## config.mk

```make
export PLATFORM = sky130hd
export DESIGN_NAME = prefetch_buffer
export DESIGN_NICKNAME = d
export VERILOG_FILES = /design/src/design/prefetch_pkg.sv /design/src/design/fetch_fifo.sv /design/src/design/obi_instr_if.sv /design/src/design/prefetch_buffer.sv /design/src/design/prefetch_ctrl.sv
export SDC_FILE = /design/constraint.sdc
export NUM_CORES = 1
export LEC_CHECK = 0
export BUFFER_PORTS_ARGS = -buffer_cell sky130_fd_sc_hd__buf_4
export CAP_MARGIN = 20
export CORE_MARGIN = 1.5
export CORE_UTILIZATION = 55
export DETAILED_ROUTE_END_ITERATION = 10
export GPL_ROUTABILITY_DRIVEN = 0
export GPL_TIMING_DRIVEN = 0
export HOLD_SLACK_MARGIN = 0.15
export PLACE_DENSITY = 0.79
export SLEW_MARGIN = 5
export SYNTH_ARGS = -nofsm -noshare
export SYNTH_HDL_FRONTEND = slang
export SYNTH_HIERARCHICAL = 1
export SYNTH_SLANG_ARGS = --single-unit
```

## constraint.sdc

```tcl
create_clock -name clk -period 4.8 [get_ports clk]
set_input_delay 0.24 -clock clk [delete_from_list [all_inputs] [get_ports clk]]
set_output_delay 0.24 -clock clk [all_outputs]
set_load 0.02 [all_outputs]
```

## src/design/prefetch_pkg.sv

```systemverilog
package prefetch_pkg;

  // Number of words in the fetch FIFO
  // Also the limit on outstanding plus buffered words
  localparam int unsigned FIFO_DEPTH = 4;

  // Occupancy and transaction counters, 0 to FIFO_DEPTH
  localparam int unsigned CNT_W = 3;

  // FIFO read and write pointers
  localparam int unsigned PTR_W = 2;

  // Instruction address and data width
  localparam int unsigned ADDR_W = 32;

  // Address step between sequential words
  localparam int unsigned WORD_BYTES = 4;

  // Prefetch controller states
  typedef enum logic {PF_IDLE, PF_BRANCH_WAIT} pf_state_e;

  // Bus adapter states
  typedef enum logic {IFC_TRANSPARENT, IFC_REGISTERED} ifc_state_e;

endpackage

```

## src/design/fetch_fifo.sv

```systemverilog
module fetch_fifo (
  input  logic                             clk,
  input  logic                             rst_n,

  // Drop all buffered words
  input  logic                             flush_i,

  // Write side
  input  logic                             push_i,
  input  logic [prefetch_pkg::ADDR_W-1:0]  push_data_i,
  output logic [prefetch_pkg::CNT_W-1:0]   cnt_o,

  // Read side towards the fetch stage
  output logic                             valid_o,
  input  logic                             ready_i,
  output logic [prefetch_pkg::ADDR_W-1:0]  rdata_o
);

  import prefetch_pkg::*;

  // Storage array
  logic [ADDR_W-1:0]  mem_q [FIFO_DEPTH];

  logic [PTR_W-1:0]   wptr_q;
  logic [PTR_W-1:0]   rptr_q;
  logic [CNT_W-1:0]   cnt_q;

  logic               push;
  logic               pop;

  //////////////////////////////////////////////////////////////////////
  // Handshakes
  //////////////////////////////////////////////////////////////////////

  // A flush wins over both push and pop
  assign push = push_i && !flush_i;
  assign pop  = valid_o && ready_i && !flush_i;

  assign valid_o = (cnt_q != '0);
  assign rdata_o = mem_q[rptr_q];
  assign cnt_o   = cnt_q;

  //////////////////////////////////////////////////////////////////////
  // Pointers and count
  //////////////////////////////////////////////////////////////////////

  always_ff @(posedge clk or negedge rst_n) begin
    if (!rst_n) begin
      wptr_q <= '0;
      rptr_q <= '0;
      cnt_q  <= '0;
    end else if (flush_i) begin
      wptr_q <= '0;
      rptr_q <= '0;
      cnt_q  <= '0;
    end else begin
      // Pointers wrap naturally, depth is a power of two
      if (push) begin
        wptr_q <= wptr_q + PTR_W'(1);
      end
      if (pop) begin
        rptr_q <= rptr_q + PTR_W'(1);
      end
      // Push and pop together leave the count unchanged
      case ({push, pop})
        2'b10:   cnt_q <= cnt_q + CNT_W'(1);
        2'b01:   cnt_q <= cnt_q - CNT_W'(1);
        default: cnt_q <= cnt_q;
      endcase
    end
  end

  // Data write
  always_ff @(posedge clk) begin
    if (push) begin
      mem_q[wptr_q] <= push_data_i;
    end
  end

endmodule

```

## src/design/obi_instr_if.sv

```systemverilog
module obi_instr_if (
  input  logic                             clk,
  input  logic                             rst_n,

  // Transaction request from the controller
  input  logic                             trans_valid_i,
  output logic                             trans_ready_o,
  input  logic [prefetch_pkg::ADDR_W-1:0]  trans_addr_i,

  // Transaction response to controller and FIFO
  output logic                             resp_valid_o,

  // Instruction bus
  output logic                             instr_req_o,
  input  logic                             instr_gnt_i,
  output logic [prefetch_pkg::ADDR_W-1:0]  instr_addr_o,
  input  logic                             instr_rvalid_i
);

  import prefetch_pkg::*;

  ifc_state_e         state_q;
  ifc_state_e         state_d;

  // Address of a request waiting for its grant
  logic [ADDR_W-1:0]  addr_q;
  logic               latch_req;

  //////////////////////////////////////////////////////////////////////
  // Bus request
  //////////////////////////////////////////////////////////////////////

  // Transparent state passes the request through in the same cycle
  // Registered state holds request and address until the grant
  always_comb begin
    if (state_q == IFC_TRANSPARENT) begin
      instr_req_o  = trans_valid_i;
      instr_addr_o = trans_addr_i;
    end else begin
      instr_req_o  = 1'b1;
      instr_addr_o = addr_q;
    end
  end

  // Request seen on the bus without a grant must stay stable
  assign latch_req = (state_q == IFC_TRANSPARENT) && trans_valid_i && !instr_gnt_i;

  // A transparent request is taken over by the adapter right away
  // Nothing new is taken while one is held
  assign trans_ready_o = (state_q == IFC_TRANSPARENT);

  // Responses need no buffering, the FIFO always has room
  assign resp_valid_o = instr_rvalid_i;

  // Next state
  always_comb begin
    state_d = state_q;
    unique case (state_q)
      IFC_TRANSPARENT: begin
        if (latch_req) begin
          state_d = IFC_REGISTERED;
        end
      end
      IFC_REGISTERED: begin
        // Back to pass through once the held request is granted
        if (instr_gnt_i) begin
          state_d = IFC_TRANSPARENT;
        end
      end
      default: begin
        state_d = IFC_TRANSPARENT;
      end
    endcase
  end

  always_ff @(posedge clk or negedge rst_n) begin
    if (!rst_n) begin
      state_q <= IFC_TRANSPARENT;
    end else begin
      state_q <= state_d;
    end
  end

  // Held address
  always_ff @(posedge clk) begin
    if (latch_req) begin
      addr_q <= trans_addr_i;
    end
  end

endmodule

```

## src/design/prefetch_buffer.sv

```systemverilog
module prefetch_buffer (
  input  logic                             clk,
  input  logic                             rst_n,

  // Fetch stage control
  input  logic                             req_i,
  input  logic                             branch_i,
  input  logic [prefetch_pkg::ADDR_W-1:0]  branch_addr_i,

  // Instruction words to the fetch stage
  output logic                             fetch_valid_o,
  input  logic                             fetch_ready_i,
  output logic [prefetch_pkg::ADDR_W-1:0]  fetch_rdata_o,
  output logic                             busy_o,

  // Instruction bus
  output logic                             instr_req_o,
  input  logic                             instr_gnt_i,
  output logic [prefetch_pkg::ADDR_W-1:0]  instr_addr_o,
  input  logic                             instr_rvalid_i,
  input  logic [prefetch_pkg::ADDR_W-1:0]  instr_rdata_i
);

  import prefetch_pkg::*;

  // Controller to bus adapter
  logic               trans_valid;
  logic               trans_ready;
  logic [ADDR_W-1:0]  trans_addr;

  // Response strobe seen by controller and FIFO
  logic               resp_valid;

  // Controller to FIFO
  logic               fifo_push;
  logic [CNT_W-1:0]   fifo_cnt;

  // Request generation and stale response filtering
  prefetch_ctrl u_ctrl (
    .clk           (clk),
    .rst_n         (rst_n),
    .req_i         (req_i),
    .branch_i      (branch_i),
    .branch_addr_i (branch_addr_i),
    .busy_o        (busy_o),
    .trans_valid_o (trans_valid),
    .trans_ready_i (trans_ready),
    .trans_addr_o  (trans_addr),
    .resp_valid_i  (resp_valid),
    .fifo_push_o   (fifo_push),
    .fifo_cnt_i    (fifo_cnt)
  );

  // Bus protocol adapter
  obi_instr_if u_obi_if (
    .clk            (clk),
    .rst_n          (rst_n),
    .trans_valid_i  (trans_valid),
    .trans_ready_o  (trans_ready),
    .trans_addr_i   (trans_addr),
    .resp_valid_o   (resp_valid),
    .instr_req_o    (instr_req_o),
    .instr_gnt_i    (instr_gnt_i),
    .instr_addr_o   (instr_addr_o),
    .instr_rvalid_i (instr_rvalid_i)
  );

  // Word buffer, a branch empties it
  fetch_fifo u_fifo (
    .clk         (clk),
    .rst_n       (rst_n),
    .flush_i     (branch_i),
    .push_i      (fifo_push),
    .push_data_i (instr_rdata_i),
    .cnt_o       (fifo_cnt),
    .valid_o     (fetch_valid_o),
    .ready_i     (fetch_ready_i),
    .rdata_o     (fetch_rdata_o)
  );

endmodule

```

## src/design/prefetch_ctrl.sv

```systemverilog
module prefetch_ctrl (
  input  logic                             clk,
  input  logic                             rst_n,

  // Fetch stage control
  input  logic                             req_i,
  input  logic                             branch_i,
  input  logic [prefetch_pkg::ADDR_W-1:0]  branch_addr_i,
  output logic                             busy_o,

  // Transaction request towards the bus adapter
  output logic                             trans_valid_o,
  input  logic                             trans_ready_i,
  output logic [prefetch_pkg::ADDR_W-1:0]  trans_addr_o,

  // Transaction response from the bus adapter
  input  logic                             resp_valid_i,

  // Fetch FIFO
  output logic                             fifo_push_o,
  input  logic [prefetch_pkg::CNT_W-1:0]   fifo_cnt_i
);

  import prefetch_pkg::*;

  pf_state_e            state_q;
  pf_state_e            state_d;

  // Outstanding transactions
  logic [CNT_W-1:0]     cnt_q;
  logic [CNT_W-1:0]     cnt_d;
  logic                 count_up;
  logic                 count_down;

  // Responses still to be dropped after a branch
  logic [CNT_W-1:0]     flush_cnt_q;
  logic [CNT_W-1:0]     flush_cnt_d;

  // Words in the FIFO plus words on their way
  logic [CNT_W:0]       occupancy;

  logic [ADDR_W-1:0]    trans_addr_q;
  logic [ADDR_W-1:0]    trans_addr_incr;
  logic [ADDR_W-1:0]    aligned_branch_addr;
  logic                 trans_accept;

  //////////////////////////////////////////////////////////////////////
  // Request generation
  //////////////////////////////////////////////////////////////////////

  // Only word fetches, low address bits are dropped
  assign aligned_branch_addr = branch_addr_i & ~(ADDR_W'(WORD_BYTES - 1));

  // Next sequential word
  assign trans_addr_incr = trans_addr_q + ADDR_W'(WORD_BYTES);

  // Every issued request must find a free FIFO slot on its response
  assign occupancy     = {1'b0, fifo_cnt_i} + {1'b0, cnt_q};
  assign trans_valid_o = req_i && (occupancy < (CNT_W + 1)'(FIFO_DEPTH));
  assign trans_accept  = trans_valid_o && trans_ready_i;

  // Busy while anything is in flight or being requested
  assign busy_o = (cnt_q != '0) || trans_valid_o;

  // Address selection and pending branch FSM
  always_comb begin
    state_d      = state_q;
    trans_addr_o = trans_addr_q;
    unique case (state_q)
      PF_IDLE: begin
        trans_addr_o = branch_i ? aligned_branch_addr : trans_addr_incr;
        // Target not taken by the adapter yet, keep it pending
        if (branch_i && !trans_accept) begin
          state_d = PF_BRANCH_WAIT;
        end
      end
      PF_BRANCH_WAIT: begin
        // Replay the stored target, a newer branch overrides it
        trans_addr_o = branch_i ? aligned_branch_addr : trans_addr_q;
        if (trans_accept) begin
          state_d = PF_IDLE;
        end
      end
      default: begin
        state_d = PF_IDLE;
      end
    endcase
  end

  //////////////////////////////////////////////////////////////////////
  // Response handling
  //////////////////////////////////////////////////////////////////////

  // Stale responses are dropped here
  // Words already buffered are dropped by the FIFO flush
  assign fifo_push_o = resp_valid_i && !(branch_i || (flush_cnt_q != '0));

  assign count_up   = trans_accept;
  assign count_down = resp_valid_i;

  // Outstanding transaction counter
  always_comb begin
    case ({count_up, count_down})
      2'b01:   cnt_d = cnt_q - CNT_W'(1);
      2'b10:   cnt_d = cnt_q + CNT_W'(1);
      default: cnt_d = cnt_q;
    endcase
  end

  // Flush counter
  always_comb begin
    flush_cnt_d = flush_cnt_q;
    if (branch_i) begin
      // Everything issued before the branch belongs to the old stream
      flush_cnt_d = cnt_q;
      // A response in the branch cycle is dropped right away
      if (resp_valid_i && (cnt_q != '0)) begin
        flush_cnt_d = cnt_q - CNT_W'(1);
      end
    end else if (resp_valid_i && (flush_cnt_q != '0)) begin
      flush_cnt_d = flush_cnt_q - CNT_W'(1);
    end
  end

  //////////////////////////////////////////////////////////////////////
  // Registers
  //////////////////////////////////////////////////////////////////////

  always_ff @(posedge clk or negedge rst_n) begin
    if (!rst_n) begin
      state_q      <= PF_IDLE;
      cnt_q        <= '0;
      flush_cnt_q  <= '0;
      trans_addr_q <= '0;
    end else begin
      state_q     <= state_d;
      cnt_q       <= cnt_d;
      flush_cnt_q <= flush_cnt_d;
      // Keep the branch target even when it is not accepted yet
      if (branch_i || trans_accept) begin
        trans_addr_q <= trans_addr_o;
      end
    end
  end

endmodule

```

==> results.md <==
- The flow ran to the end, and the final reports show no timing, DRC or antenna violations.
- The first global-routing pass estimated 34700 um of wire.
- The final period demand of the worst path is between 3 and 4 ns.
- CTS built an H-tree with a depth of 1.
- The sequential-to-total area share from yosys stat is 60.8%.
- Among all flip-flop cells after synthesis, the most frequent one is sky130_fd_sc_hd__edfxtp_1.
- The top cell types in the final layout, fill and taps aside, are sky130_fd_sc_hd__edfxtp_1, sky130_fd_sc_hd__buf_4, sky130_fd_sc_hd__dlygate4sd3_1, sky130_fd_sc_hd__dfrtp_1, sky130_fd_sc_hd__mux2_2.
- For this run, the top clock speed supported by timing is ~0.3 GHz.
- In this run the most critical hold path is launched from branch_addr_i[6].
- During placement, the flow inserted port buffers numbering between 100 and 150.
- The TritonCTS buffer count is 22.
- Across the routed clock network, the largest skew measured is between 0.006 and 0.007 ns.
- 138 I/O pins were placed.
- The count of final setup violators is 0.
- The row count is 48.
- For this run, the slowest stage of the critical path takes about 0.77 ns.
- The residual overflow from global routing is 0.
- The number of nets still failing antenna checks after routing is 0.
- The number of global-route vias before repair was 6619.
- The maximum number of pins on one net before global-route repair is 48.
- Cell internal power was estimated by the tool at just under 4 mW.
- The max-slew violation count was 0.
- Max-cap violations in this run came to 0.
- The unique cell type count in the Yosys netlist is 62.
- Overall power consumption after layout is estimated at around 5.6 mW.
- The number of DRC markers in iteration 0 is just over 400.
- The type of origin of the critical path is a flop.
- The synthesized netlist occupies a cell area of slightly below 10000 sq um.
- The number of design rule violations left after detail routing is 0.
- The number of antenna violations at the first check in global routing came to 1.
- In the final layout, the share of cells above drive strength 1 is 34.5%.
- The overall routed net length is between 20000 and 25000 um.
- Averaged over all synthesized cells, the footprint is about 15 sq um.
- Data on the critical path is required at its endpoint by approximately 4.6 ns.
- The final layout contains 947 nets.
- The number of cells on the worst hold path is 3.
- Summed over all cells, the static leakage comes to between 4 and 5 nW.
- The final-report hold violation count is 0.
- The number of gates given a new drive strength after cts is 0.
- The power per unit of standard cell area is between 400 and 500 nW/um^2.
- Leaving out fill and tap cells, the most frequent cell in the layout is sky130_fd_sc_hd__edfxtp_1.
- The worst setup path is captured at a primary output.
- The root buffer cell is sky130_fd_sc_hd__clkbuf_16.
- The effective utilization at floorplan is between 50% and 60%.
- At the later pin of the worst-skew pair, clock insertion delay measures about 0.51 ns.
- The switching power share of the total is roughly 30%.
- In the routed layout, each cell is associated on average with a via count of 5.69.
- The signal on the critical path passes through clkbuf_1 > nand4_1 > nor4_1 > nand3_1 > xnor2_1 > mux2_2 > mux2_4 > buf_4.
- The source of the worst register-to-register timing path is u_ctrl/flush_cnt_q[0]$_DFFE_PN0P_.
- Setup repair after global routing left no endpoint under its margin.
- The net count of the mapped netlist is roughly 720.
- The first detailed-routing pass took 5 iterations.
- The class of the worst hold path is in -> reg.
- Summed over all nets, the switching power comes to between 1.5 and 2 mW.
- The core region is roughly 17000 sq um.
- In the synthesized netlist, the number of instances is roughly 640.
- At the pin with the least slew margin, the transition time is 1.03 ns.
- The clock network accounts for between 30% and 40% of the total power.
- The die height is ~140 um.
- In this run, flip-flops and latches consume between 30% and 40% of the power.
- The hold-critical path endpoint is u_obi_if/addr_q[6]$_DFFE_PP_.
- The worst pin sits at a relative slew slack of about 31%.
- The cell depth of the worst flop-to-flop path is 7.
- The CTS tree is done.
- Cells fill 72.1% of the core in the end.
- The growth of design area from synthesis to finish is 27.7%.
- The highest fanout seen on the critical path is 8.
- The die covers 18700 sq um.
- The total vias in the final route is roughly 6300.
- During synthesis, Yosys emitted a total of 6 warnings.
- The clock passes through at most 3 buffers.
- After synthesis the netlist holds a flip-flop and latch count of slightly above 200.
- The HPWL after detailed placement is around 14000 um.
- Dividing the detail-routed wire length by the instance count gives approximately 20 um.
- After layout, the worst path uses 71.1% of the clock period.
- On the critical path, the stage with the largest delay is an instance of sky130_fd_sc_hd__nor4_1.
- The CTS clock-pin slew for the worst setup and hold paths is 0.06 ns.
- The worst-case IR drop observed on VDD is 0.324 mV.
- The overall fraction of global-route tracks in use is between 20% and 30%.
- The horizontal die dimension is approximately 140 um.
- The end of the worst register-to-register path is u_fifo/mem_q[3][21]$_DFFE_PP_.
- In the synthesized netlist the async set-or-reset flop fraction comes to 22.7%.
- Yosys mapped a number of flops with a built-in enable equal to between 150 and 200.
- The relative contribution of combinational cells to total power is 29.4%.
- CTS saw just over 200 sinks.
- The register-to-register setup slack is 1.62 ns.
- For the worst setup path, the data arrival time is roughly 3.2 ns.
- The startpoint-to-endpoint class of the critical path is reg -> out.
logic make-up after synthesis:
group | count (synthesis) | share of synthesized area, %
flops | 207 | 60.8
simple gates | 157 | 9.39
mux | 105 | 16.6
xor+xnor | 54 | 4.80
compound gates | 53 | 3.66
buf+inv | 47 | 2.95
fa+ha+maj | 14 | 1.86
final cells by class:
type,instances,area (sq um)
fill,1117,4850
clock inverter,16,191
inverter,14,52.6
clock buffer,24,558
multi-input combinational,383,3580
buffer,33,238
sequential,207,5980
tap,225,282
timing repair buffer,201,1680
antenna,1,2.50
worst max-delay path by stage:
| stage | startpoint | endpoint | slack, ns | cells after the start |
|---|---|---|---|---|
| 2_1_floorplan | u_fifo/cnt_o[2]$_DFFE_PN0P_ | u_obi_if/addr_q[0]$_DFFE_PP_ | 0.72 | 4 |
| 3_3_place_gp | u_fifo/cnt_o[2]$_DFFE_PN0P_ | u_obi_if/addr_q[21]$_DFFE_PP_ | -0.72 | 4 |
| 3_5_place_dp | branch_i | u_fifo/mem_q[0][19]$_DFFE_PP_ | 1.28 | 7 |
| 4_1_cts | u_ctrl/trans_addr_q[2]$_DFFE_PN0P_ | instr_addr_o[22] | 1.42 | 8 |
| 5_1_grt | u_ctrl/trans_addr_q[11]$_DFFE_PN0P_ | instr_addr_o[27] | 1.20 | 8 |
| 6_report | u_ctrl/trans_addr_q[11]$_DFFE_PN0P_ | instr_addr_o[27] | 1.39 | 8 |
synth_stat cells (all sizes together) (2+ instances only):
| master | count | share of area (%) |
|---|---|---|
| a211oi | 2 | 0.15 |
| a21o | 4 | 0.32 |
| a21oi | 7 | 0.36 |
| a31oi | 2 | 0.13 |
| and2 | 6 | 0.38 |
| and3 | 8 | 0.51 |
| and3b | 3 | 0.28 |
| and4 | 5 | 0.44 |
| buf | 18 | 1.8 |
| clkbuf | 15 | 0.57 |
| dfrtp | 47 | 12 |
| edfxtp | 160 | 49 |
| ha | 13 | 1.7 |
| inv | 14 | 0.53 |
| mux2 | 66 | 8.5 |
| mux2i | 7 | 0.71 |
| mux4 | 32 | 7.3 |
| nand2 | 29 | 1.1 |
| nand2b | 8 | 0.51 |
| nand3 | 20 | 1.1 |
| nand4 | 14 | 1.2 |
| nor2 | 27 | 1.0 |
| nor2b | 7 | 0.44 |
| nor3 | 10 | 0.56 |
| nor3b | 2 | 0.20 |
| nor4 | 8 | 0.79 |
| nor4b | 2 | 0.18 |
| o21a | 13 | 0.99 |
| o21ai | 14 | 0.71 |
| o31a | 2 | 0.18 |
| o31ai | 2 | 0.20 |
| or3 | 2 | 0.13 |
| or4 | 2 | 0.23 |
| xnor2 | 33 | 2.9 |
| xor2 | 21 | 1.9 |
timing repair:
action	CTS	global route
buffers inserted	0	0
endpoints found under the hold margin	231	0
hold buffers	65	0
through the flow:
step	instance area, sq um	hold WS, ns	cells	setup TNS [ns]	worst slack, ns
CTS	12600	0.168	1103	0	1.42
floorplan	9840	-0.0556	637	0	0.718
global placement	11100	0.296	996	-22.93	-0.720
global route	12600	0.211	1104	0	1.20
finish	12600	0.198	1104	0	1.39
detailed placement	11200	0.310	998	0	1.28
power groups by stage:
| stage | registers (mW) | clock network [mW] | logic (mW) |
|---|---|---|---|
| after floorplan | 2.22 | 0 | 1.09 |
| after global placement | 2.25 | 0 | 1.53 |
| after detailed placement | 2.25 | 0 | 1.59 |
| after CTS | 2.22 | 1.75 | 1.64 |
| after global routing | 2.24 | 1.82 | 1.76 |
| final | 2.22 | 1.72 | 1.64 |
registers in the layout, summed over array words and instances (netlist names), 2 cells and up:
name	cells
u_fifo/rptr_q	2
u_fifo/wptr_q	2
u_ctrl/cnt_q	3
u_fifo/cnt_o	3
u_ctrl/trans_addr_q	32
u_fifo/mem_q	128
u_obi_if/addr_q	32
u_ctrl/flush_cnt_q	3
critical path, delay by kind of cell, from the launching register on:
family / cells / cell delay (ns)
xor+xnor: 1 / 0.18
buf+inv: 2 / 0.49
flops: 1 / 0.32
mux: 2 / 0.53
simple gates: 3 / 1.14
layer usage:
| layer | vias to the layer above | part of all wire [%] | global-route usage (%) |
|---|---|---|---|
| met5 | - | 0 | 0 |
| met4 | 0 | 1.9 | 7.25 |
| met3 | 39 | 5.2 | 4.11 |
| met2 | 197 | 51 | 41.6 |
| met1 | 3171 | 42 | 31.7 |
| li1 | 2878 | - | - |
No activity file was read; power rests on OpenSTA's default activity.
